$ cat config.mk
export PLATFORM = sky130hd
export DESIGN_NAME = lcd_ctrl
export DESIGN_NICKNAME = d
export VERILOG_FILES = /design/src/source/lcd_pkg.sv /design/src/source/lcd_bus_cycle.sv /design/src/source/lcd_init_seq.sv /design/src/source/lcd_ctrl.sv
export SDC_FILE = /design/constraint.sdc
export NUM_CORES = 1
export LEC_CHECK = 0
export ABC_AREA = 1
export BUFFER_PORTS_ARGS = -buffer_cell sky130_fd_sc_hd__buf_4
export CORE_ASPECT_RATIO = 1.1
export CORE_MARGIN = 2
export CORE_UTILIZATION = 40
export CTS_CLUSTER_SIZE = 24
export DETAILED_ROUTE_END_ITERATION = 10
export GPL_ROUTABILITY_DRIVEN = 0
export GPL_TIMING_DRIVEN = 0
export SKIP_CTS_REPAIR_TIMING = 1
export SLEW_MARGIN = 20
export SYNTH_ARGS = -nofsm -noshare
export SYNTH_HDL_FRONTEND = slang
export SYNTH_HIERARCHICAL = 1
export SYNTH_SLANG_ARGS = --single-unit
$ cat constraint.sdc
create_clock -name clk -period 6.5 [get_ports clk]
set_clock_uncertainty 0.1 [all_clocks]
set_input_delay 0.325 -clock clk [delete_from_list [all_inputs] [get_ports clk]]
set_output_delay 0.325 -clock clk [all_outputs]
set_load 0.1 [all_outputs]
$ cat src/source/lcd_pkg.sv
package lcd_pkg;

	// clock and counter sizing
	localparam int CLK_MHZ = 30;                            // cycles per microsecond
	localparam int CNT_W   = 14;

	typedef logic [CNT_W-1:0] cyc_t;                        // timing counter value
	typedef logic [7:0]       lcd_byte_t;                   // byte on the lcd bus
	typedef logic [6:0]       lcd_cfg_t;                    // configuration word

	// delays in clock cycles
	localparam cyc_t POWER_UP_CYC = cyc_t'(500 * CLK_MHZ);
	localparam cyc_t E_SETUP_CYC  = cyc_t'(1 * CLK_MHZ);    // start of cycle to rise of e
	localparam cyc_t E_HIGH_CYC   = cyc_t'(13 * CLK_MHZ);
	localparam cyc_t CMD_CYC      = cyc_t'(50 * CLK_MHZ);   // host transaction
	localparam cyc_t FSET_CYC     = cyc_t'(60 * CLK_MHZ);
	localparam cyc_t DISP_CYC     = cyc_t'(60 * CLK_MHZ);
	localparam cyc_t CLEAR_CYC    = cyc_t'(210 * CLK_MHZ);  // clear needs the longest wait
	localparam cyc_t ENTRY_CYC    = cyc_t'(110 * CLK_MHZ);

	// bit positions in lcd_cfg_t
	localparam int CFG_LINES = 6;
	localparam int CFG_FONT  = 5;
	localparam int CFG_DISP  = 4;
	localparam int CFG_CURS  = 3;
	localparam int CFG_BLINK = 2;
	localparam int CFG_INC   = 1;
	localparam int CFG_SHIFT = 0;

	typedef enum logic [2:0] {
		INIT_POWER = 3'd0,
		INIT_FSET  = 3'd1,
		INIT_DISP  = 3'd2,
		INIT_CLEAR = 3'd3,
		INIT_ENTRY = 3'd4,
		INIT_DONE  = 3'd5
	} init_step_t;

	typedef enum logic [1:0] {
		ST_INIT  = 2'd0,
		ST_READY = 2'd1,
		ST_XFER  = 2'd2
	} ctrl_state_t;

endpackage

$ cat src/source/lcd_bus_cycle.sv
`timescale 1ns/1ps

module lcd_bus_cycle (
	input  logic               clk,
	input  logic               rst_n,
	input  logic               start,
	input  logic               rs_in,
	input  logic               rw_in,
	input  lcd_pkg::lcd_byte_t data_in,
	input  lcd_pkg::cyc_t      dur,
	output logic               e,
	output logic               rs,
	output logic               rw,
	output lcd_pkg::lcd_byte_t lcd_data,
	output logic               done
);

	logic          active;      // cycle in progress
	lcd_pkg::cyc_t cnt;         // cycles since start of bus cycle
	lcd_pkg::cyc_t cnt_nxt;
	lcd_pkg::cyc_t dur_q;       // total length of current cycle
	logic          e_window;

	assign cnt_nxt = cnt + lcd_pkg::cyc_t'(1);

	// last cycle of the pin window
	assign done = active && (cnt_nxt == dur_q);

	// e high from E_SETUP_CYC for E_HIGH_CYC cycles
	assign e_window = (cnt_nxt >= lcd_pkg::E_SETUP_CYC) &&
		(cnt_nxt < lcd_pkg::E_SETUP_CYC + lcd_pkg::E_HIGH_CYC);

	always_ff @(posedge clk) begin
		if (!rst_n) begin
			active   <= 1'b0;
			cnt      <= '0;
			e        <= 1'b0;
			rs       <= 1'b0;
			rw       <= 1'b0;
			lcd_data <= '0;
		end else if (!active) begin
			cnt <= '0;
			e   <= 1'b0;
			if (start) begin
				active   <= 1'b1;
				rs       <= rs_in;      // pins driven from cycle 0
				rw       <= rw_in;
				lcd_data <= data_in;
			end
		end else if (done) begin
			active   <= 1'b0;           // pins back to idle
			cnt      <= '0;
			e        <= 1'b0;
			rs       <= 1'b0;
			rw       <= 1'b0;
			lcd_data <= '0;
		end else begin
			cnt <= cnt_nxt;
			e   <= e_window;
		end
	end

	always_ff @(posedge clk) begin
		if (start && !active) begin
			dur_q <= dur;
		end
	end

endmodule

$ cat src/source/lcd_init_seq.sv
`timescale 1ns/1ps

module lcd_init_seq (
	input  logic               clk,
	input  logic               rst_n,
	input  lcd_pkg::lcd_cfg_t  cfg,
	input  logic               done,
	output logic               cmd_req,
	output lcd_pkg::lcd_byte_t cmd_byte,
	output lcd_pkg::cyc_t      cmd_dur,
	output logic               init_done
);

	lcd_pkg::init_step_t step;
	lcd_pkg::init_step_t step_next;
	lcd_pkg::cyc_t       wait_cnt;      // power-up wait
	logic                issued;        // request of this step sent
	logic                cmd_step;      // step that drives a command
	lcd_pkg::lcd_byte_t  step_byte;
	lcd_pkg::cyc_t       step_dur;

	// command byte, length and successor of each step
	always_comb begin
		step_byte = '0;
		step_dur  = '0;
		cmd_step  = 1'b1;
		case (step)
			lcd_pkg::INIT_POWER: begin
				cmd_step  = 1'b0;
				step_next = lcd_pkg::INIT_FSET;
			end
			lcd_pkg::INIT_FSET: begin
				step_byte = {4'b0011, cfg[lcd_pkg::CFG_LINES], cfg[lcd_pkg::CFG_FONT], 2'b00};
				step_dur  = lcd_pkg::FSET_CYC;
				step_next = lcd_pkg::INIT_DISP;
			end
			lcd_pkg::INIT_DISP: begin
				step_byte = {5'b00001, cfg[lcd_pkg::CFG_DISP], cfg[lcd_pkg::CFG_CURS],
					cfg[lcd_pkg::CFG_BLINK]};
				step_dur  = lcd_pkg::DISP_CYC;
				step_next = lcd_pkg::INIT_CLEAR;
			end
			lcd_pkg::INIT_CLEAR: begin
				step_byte = 8'b0000_0001;
				step_dur  = lcd_pkg::CLEAR_CYC;
				step_next = lcd_pkg::INIT_ENTRY;
			end
			lcd_pkg::INIT_ENTRY: begin
				step_byte = {6'b000001, cfg[lcd_pkg::CFG_INC], cfg[lcd_pkg::CFG_SHIFT]};
				step_dur  = lcd_pkg::ENTRY_CYC;
				step_next = lcd_pkg::INIT_DONE;
			end
			default: begin
				cmd_step  = 1'b0;
				step_next = lcd_pkg::INIT_DONE;     // stays here until reset
			end
		endcase
	end

	always_ff @(posedge clk) begin
		if (!rst_n) begin
			step      <= lcd_pkg::INIT_POWER;
			wait_cnt  <= '0;
			issued    <= 1'b0;
			cmd_req   <= 1'b0;
			init_done <= 1'b0;
		end else begin
			cmd_req <= 1'b0;
			if (step == lcd_pkg::INIT_POWER) begin
				if (wait_cnt == lcd_pkg::POWER_UP_CYC - lcd_pkg::cyc_t'(1)) begin
					wait_cnt <= '0;
					step     <= step_next;
				end else begin
					wait_cnt <= wait_cnt + lcd_pkg::cyc_t'(1);
				end
			end else if (step == lcd_pkg::INIT_DONE) begin
				init_done <= 1'b1;
			end else if (!issued) begin
				cmd_req <= 1'b1;                    // one request per step
				issued  <= 1'b1;
			end else if (done) begin
				issued <= 1'b0;
				step   <= step_next;
			end
		end
	end

	// cfg sampled together with each request
	always_ff @(posedge clk) begin
		if (cmd_step && !issued) begin
			cmd_byte <= step_byte;
			cmd_dur  <= step_dur;
		end
	end

endmodule

$ cat src/source/lcd_ctrl.sv
`timescale 1ns/1ps

module lcd_ctrl (
	input  logic               clk,
	input  logic               rst_n,
	input  lcd_pkg::lcd_cfg_t  in_data,
	input  logic               lcd_enable,
	input  logic [9:0]         lcd_bus,
	output logic               e,
	output logic               rw,
	output logic               rs,
	output lcd_pkg::lcd_byte_t lcd_data,
	output logic               busy
);

	lcd_pkg::ctrl_state_t state;
	lcd_pkg::ctrl_state_t state_nxt;

	logic               cmd_req;
	lcd_pkg::lcd_byte_t cmd_byte;
	lcd_pkg::cyc_t      cmd_dur;
	logic               init_done;

	logic               accept;         // host strobe taken
	logic               host_start;
	logic               host_rs;
	logic               host_rw;
	lcd_pkg::lcd_byte_t host_data;

	logic               init_phase;
	logic               cyc_start;
	logic               cyc_rs;
	logic               cyc_rw;
	lcd_pkg::lcd_byte_t cyc_data;
	lcd_pkg::cyc_t      cyc_dur;
	logic               cyc_done;

	assign accept = (state == lcd_pkg::ST_READY) && !busy && lcd_enable;

	always_comb begin
		state_nxt = state;
		case (state)
			lcd_pkg::ST_INIT:  if (init_done) state_nxt = lcd_pkg::ST_READY;
			lcd_pkg::ST_READY: if (accept) state_nxt = lcd_pkg::ST_XFER;
			lcd_pkg::ST_XFER:  if (cyc_done) state_nxt = lcd_pkg::ST_READY;
			default:           state_nxt = lcd_pkg::ST_INIT;
		endcase
	end

	always_ff @(posedge clk) begin
		if (!rst_n) begin
			state      <= lcd_pkg::ST_INIT;
			busy       <= 1'b1;
			host_start <= 1'b0;
		end else begin
			state      <= state_nxt;
			busy       <= (state_nxt != lcd_pkg::ST_READY);
			host_start <= accept;                   // bus cycle starts next edge
		end
	end

	// host word captured at the accepting edge
	always_ff @(posedge clk) begin
		if (accept) begin
			host_rs   <= lcd_bus[9];
			host_rw   <= lcd_bus[8];
			host_data <= lcd_bus[7:0];
		end
	end

	// one bus-cycle block shared by init and host
	assign init_phase = (state == lcd_pkg::ST_INIT);
	assign cyc_start  = init_phase ? cmd_req  : host_start;
	assign cyc_rs     = init_phase ? 1'b0     : host_rs;
	assign cyc_rw     = init_phase ? 1'b0     : host_rw;
	assign cyc_data   = init_phase ? cmd_byte : host_data;
	assign cyc_dur    = init_phase ? cmd_dur  : lcd_pkg::CMD_CYC;

	lcd_init_seq lcd_init_seq_i (
		.clk       (clk),
		.rst_n     (rst_n),
		.cfg       (in_data),
		.done      (cyc_done),
		.cmd_req   (cmd_req),
		.cmd_byte  (cmd_byte),
		.cmd_dur   (cmd_dur),
		.init_done (init_done)
	);

	lcd_bus_cycle lcd_bus_cycle_i (
		.clk      (clk),
		.rst_n    (rst_n),
		.start    (cyc_start),
		.rs_in    (cyc_rs),
		.rw_in    (cyc_rw),
		.data_in  (cyc_data),
		.dur      (cyc_dur),
		.e        (e),
		.rs       (rs),
		.rw       (rw),
		.lcd_data (lcd_data),
		.done     (cyc_done)
	);

endmodule

# Yosys cells after proc, flatten, opt, wreduce, memory -nomap -nowiden
# Index checks and enable logic that the tools add are counted.
dict set report word_totals {
  word_cells 94
  input_bits 20
  register_bits 96
}
dict set report classes {
  order_cmp 2
  n_reduce_logical 22
  n_eq_ne 13
  n_mux 31
  bitwise_logic 4
  n_addsub 2
}
# cell count
set ops {}
lappend ops {{case mux 13 bit (3 select lines)} 1}
lappend ops {{two-way mux 8 bit} 4}
lappend ops {{adder 14 x 1 -> 14 bit (second input constant)} 2}
lappend ops {{case mux 6 bit (4 select lines)} 1}
lappend ops {{two-way mux 3 bit} 5}
lappend ops {{== test 14 bit} 1}
lappend ops {{== test 14 bit (second input constant)} 1}
lappend ops {{greater-or-equal comparator 14 x 5 -> 1 bit (second input constant)} 1}
lappend ops {{< comparator 14 x 9 -> 1 bit (second input constant)} 1}
lappend ops {{two-way mux 1 bit} 14}
lappend ops {{two-way mux 14 bit} 1}
lappend ops {{case mux 3 bit (4 select lines)} 1}
lappend ops {{== test 3 x 2 -> 1 bit (second input constant)} 2}
lappend ops {{== test 3 bit (second input constant)} 2}
lappend ops {{logical AND 1 bit} 6}
lappend ops {{two-way mux 2 bit} 3}
lappend ops {{case mux 2 bit (3 select lines)} 1}
lappend ops {{AND reduction 2 bit} 3}
lappend ops {{nonzero test 2 bit} 3}
lappend ops {{OR reduction 3 bit} 2}
lappend ops {{!= test 2 x 1 -> 1 bit (second input constant)} 2}
lappend ops {{!= test 2 bit (second input constant)} 2}
lappend ops {{inverter 1 bit} 4}
lappend ops {{AND reduction 4 bit} 1}
lappend ops {{8 further kinds} 10}

# Longest topological paths before layout
dict set report depth {
  depth_word 7
  mapped_depth 19
  mapped_depth_nobuf 19
}

# Cells and area by module
# Netlist, hierarchy kept.
# module cells_per_inst area_each_um2 instances
set modules_own_cells {}
lappend modules_own_cells {lcd_bus_cycle 279 2142.1 1}
lappend modules_own_cells {lcd_init_seq 188 1525.2 1}
lappend modules_own_cells {lcd_ctrl 87 698.2 1}

# Least setup slack after synthesis
# No wires, ideal clock.
dict set report synth_path {
  kind {register to register}
  startpoint {reg lcd_bus_cycle_i.cnt[0]}
  endpoint {reg lcd_init_seq_i.step[1]}
  period_less_slack_ns 2.279
  stages_incl_launch_ff 17
  arrival_ns 2.063
  slack_ns 4.221
  cell_sequence {dfxtp_1 ha_1 nand2_1 nor2_2 nand3_1 xor2_1 inv_1 a211oi_1 nand3_1 nor2_1 nand2_1 inv_1 nand2_1 nand2_1 nand2_1 nand2_1 nor2_1}
}
dict set report synth_between {
  elab_chain_cells 5
}
# item line
set synth_lines {}
lappend synth_lines {{start, declared} lcd_bus_cycle.sv:19} ;# lcd_pkg::cyc_t cnt;
lappend synth_lines {{start signal, assigned} lcd_bus_cycle.sv:58} ;# cnt <= cnt_nxt;
lappend synth_lines {{adder 14 x 1 -> 14 bit} lcd_bus_cycle.sv:24} ;# assign cnt_nxt = cnt + lcd_pkg::cyc_t'(1);
lappend synth_lines {{== test 14 bit} lcd_bus_cycle.sv:27} ;# assign done = active && (cnt_nxt == dur_q);
lappend synth_lines {{logical AND 1 bit} lcd_bus_cycle.sv:27}
lappend synth_lines {{net cyc_done} lcd_ctrl.sv:36} ;# logic cyc_done;
lappend synth_lines {{nonzero test 2 bit (no line)} -}
lappend synth_lines {{AND reduction 4 bit (no line)} -}
lappend synth_lines {{end signal, assigned} lcd_init_seq.sv:62} ;# step <= lcd_pkg::INIT_POWER;
lappend synth_lines {{end signal, assigned} lcd_init_seq.sv:72} ;# step <= step_next;
lappend synth_lines {{end signal, assigned} lcd_init_seq.sv:83} ;# step <= step_next;
lappend synth_lines {{end, declared} lcd_init_seq.sv:14} ;# lcd_pkg::init_step_t step;
# The timed path passes the listed nets, and every way through them passes these cells.
# A chain may end at the register's enable or synchronous reset.

# Worst setup path after layout
# Same ends and word-level chain as after synthesis.

==> metrics.txt <==
Antenna Cells 0; status finished clean; post-synthesis sequential area ratio 47.0%; grt ovf 0; total power between 0.001 and 0.0015 W; Mapped Area 4370 um2; endpoint class of the critical path register; Main synth FF type dfxtp_1; ys async rst share 0%; xor/xnor cell area share of the yosys netlist 2.92%; Distinct cells, synth 42; Die Span Y 114 um; IO Pins 32; Slew @ Worst Pin ~0.66 ns; Post-Synth Simple-Gate Area 36.4%; drt first-iter violations 134; share of post-route cells with drive strength above 1 16.9%; Area Growth Syn to Fin 17.3%; number of clock sinks 85; fin. max-slew vios 0; DIE AREA 11800 um2; period utilization 43.3%; GRT Resource Usage Total 15.6%; Finished Layout Cells around 750; Placement Rows 40; Flop pwr share about half; Final TNS setup 0 ns; CTS Buf Count 9; dpl cells 736; Placeable Area 10800 um2; CTS tree built; post-layout util 47.6%; Root Buffer clkbuf_16; DR WL/cell 11.2 um; post-synthesis register bit count 85; Buffers on Ports 31; Vias between 3000 and 4000; Initial Util 40.6%; DRC viols 0; largest cells by area after synthesis edfxtp_1, dfxtp_1, nand2_1, inv_1, nor2_1; Internal 0.000913 W; Post-synth EDFFs 35; Worst Setup SP lcd_bus_cycle_i/cnt[0]; top cell type's share of synthesized area 24.1%; cell taking the most area after synthesis edfxtp_1; switching share of total power between 10% and 20%; Routed WL 8.44 mm; Setup violations, final 0; Initial DRT Pass Iterations 4; Die Width 104 um; complex-gate fraction of the synthesized area around 2.5%; combinational share of power between 1.5 and 2%; hold violation count in the final report 0; first-pass GRT wire length 14.8 mm; Cells after Synth 554; P_leak 2.30 nW; relative slew slack approximately 56%; PD cells 220 nW/um2; clock slew seen by the registers of the worst setup and hold paths 0.06 ns; Psw about 0.00022 W; HPWL after DPL 6.33 mm; Max Cap Viol 0; initial antenna violation count 0; vias per inst approximately 4.5; Clk pwr share between 40 and 50%; Max Buffers Root-to-Sink 2; crit path launch type register; adder-cell share of the synthesized area 1.15%; post-layout min period ~2.8 ns; worst min path class in2reg; H-tree depth 3; crit-path max FO 6; Mean Syn Cell Area about 8 um2; Setup CP Type reg2reg; vias in the first global route 3335; mux contribution to synthesized area 0%; worst hold start lcd_bus[1]; Fmax around 360 MHz; VDD IR max 0.111 mV; largest family of logic cells by synthesized area simple AND/OR/NAND/NOR gates; RSZ-0062 raised after global routing false; Hold WS 0.0568 ns; Nets 624; Synth Warn # 6; Worst EP arrival 2.94 ns; largest net degree at the start of global routing 16; Post-DRT Antenna Nets 0; worst skew pair latency 0.34 ns; Critical Path RT between 6 and 7 ns; RR Startpoint lcd_bus_cycle_i/cnt[0]
## final cells by class
cell class	count	area, um2
fill	1047	5640
sequential	85	2050
multi-input combinational	377	1900
inverter	78	293
clock buffer	12	246
timing repair buffer	31	233
tap	147	184
buffer	18	143
clock inverter	4	72.6
## cells by family (layout without fill, tap and decap cells)
logic type | after synthesis | after routing
DFF | 85 | 85
AOI/OAI and AO/OA | 17 | 17
xor gates and xnor gates | 13 | 13
other | 1 | 5
adders and majority gates | 4 | 4
buffers and inverters | 96 | 143
and+or+nand+nor | 338 | 338
## cell usage after synthesis (3+ instances only)
| cell type | count |
|---|---|
| nand2_1 | 157 |
| inv_1 | 75 |
| nor2_1 | 68 |
| dfxtp_1 | 50 |
| nand3_1 | 42 |
| edfxtp_1 | 35 |
| nor2_2 | 14 |
| nand4_1 | 13 |
| buf_4 | 11 |
| nand2_2 | 8 |
| xor2_1 | 8 |
| nand3b_1 | 7 |
| a21oi_1 | 6 |
| nor3_1 | 6 |
| or2_1 | 5 |
| ha_1 | 4 |
| xnor2_1 | 4 |
| nand3_2 | 3 |
| nor2_4 | 3 |
| nor3_4 | 3 |
| o21ai_0 | 3 |
| or2_2 | 3 |
## worst max-delay path, stage by stage, from the launching register on
cell	delay, ns
dfxtp_1	0.45
ha_1	0.24
nand2_1	0.09
nor2_2	0.21
nand3_1	0.19
xor2_1	0.20
inv_1	0.11
a211oi_1	0.23
nand3_1	0.12
nor2_1	0.23
nand2_1	0.09
inv_1	0.08
nand2_1	0.09
nand2_1	0.12
nand2_1	0.06
nand2_1	0.05
nor2_1	0.04
## placed cells by master (no fill, tap or decap), types with 2 or more instances in the layout
cell / n
nand2_1: 157
inv_1: 75
nor2_1: 68
dfxtp_1: 50
nand3_1: 42
buf_4: 42
edfxtp_1: 35
nor2_2: 14
nand4_1: 13
clkbuf_16: 9
xor2_1: 8
nand2_2: 8
nand3b_1: 7
a21oi_1: 6
nor3_1: 6
or2_1: 5
conb_1: 5
clkbuf_1: 4
xnor2_1: 4
ha_1: 4
nor2_4: 3
or2_2: 3
o21ai_0: 3
nand3_2: 3
nor3_4: 3
inv_2: 2
buf_2: 2
buf_6: 2
bufinv_16: 2
nor4_1: 2
## routing by layer
metal  GRT usage, %  up-vias  wire, um
met2           26.7       53      4020
met3           2.91       13       318
met4           7.75        0       172
met1           18.9     1525      3930
li1               -     1827         -
met5              0        -         0
## registers in the layout, summed over array words and instances, names as in the netlist, 2 cells and up
name,count
lcd_bus_cycle_i/cnt,14
lcd_bus_cycle_i/dur_q,14
lcd_init_seq_i/wait_cnt,14
host_data,8
lcd_bus_cycle_i/lcd_data,8
lcd_init_seq_i/cmd_dur,6
lcd_init_seq_i/cmd_byte,5
lcd_init_seq_i/step,3
state,2
## final timing paths
check	end	slack (ns)	depth (start not counted)
max	lcd_init_seq_i/step[1]	3.69	16
min	host_data[1]	0.06	1
max reg2reg	lcd_init_seq_i/step[1]	3.69	16
min reg2reg	lcd_init_seq_i/wait_cnt[12]	0.38	2
## power by group through the flow
stage / combinational [W] / sequential, W / clock (W)
finish: 0.0000216 / 0.000556 / 0.000550
CTS: 0.0000216 / 0.000556 / 0.000564
global route: 0.0000247 / 0.000556 / 0.000582
global placement: 0.0000213 / 0.000568 / 0
detailed placement: 0.0000215 / 0.000568 / 0
floorplan: 0.00000985 / 0.000567 / 0
## stage by stage
step / area [um2] / worst slack, ns
floorplan: 4380 / 4.22
global placement: 4800 / 3.74
detailed placement: 4800 / 3.70
CTS: 5120 / 3.68
global route: 5120 / 3.30
finish: 5120 / 3.69
No activity file was read; power rests on OpenSTA's default activity.
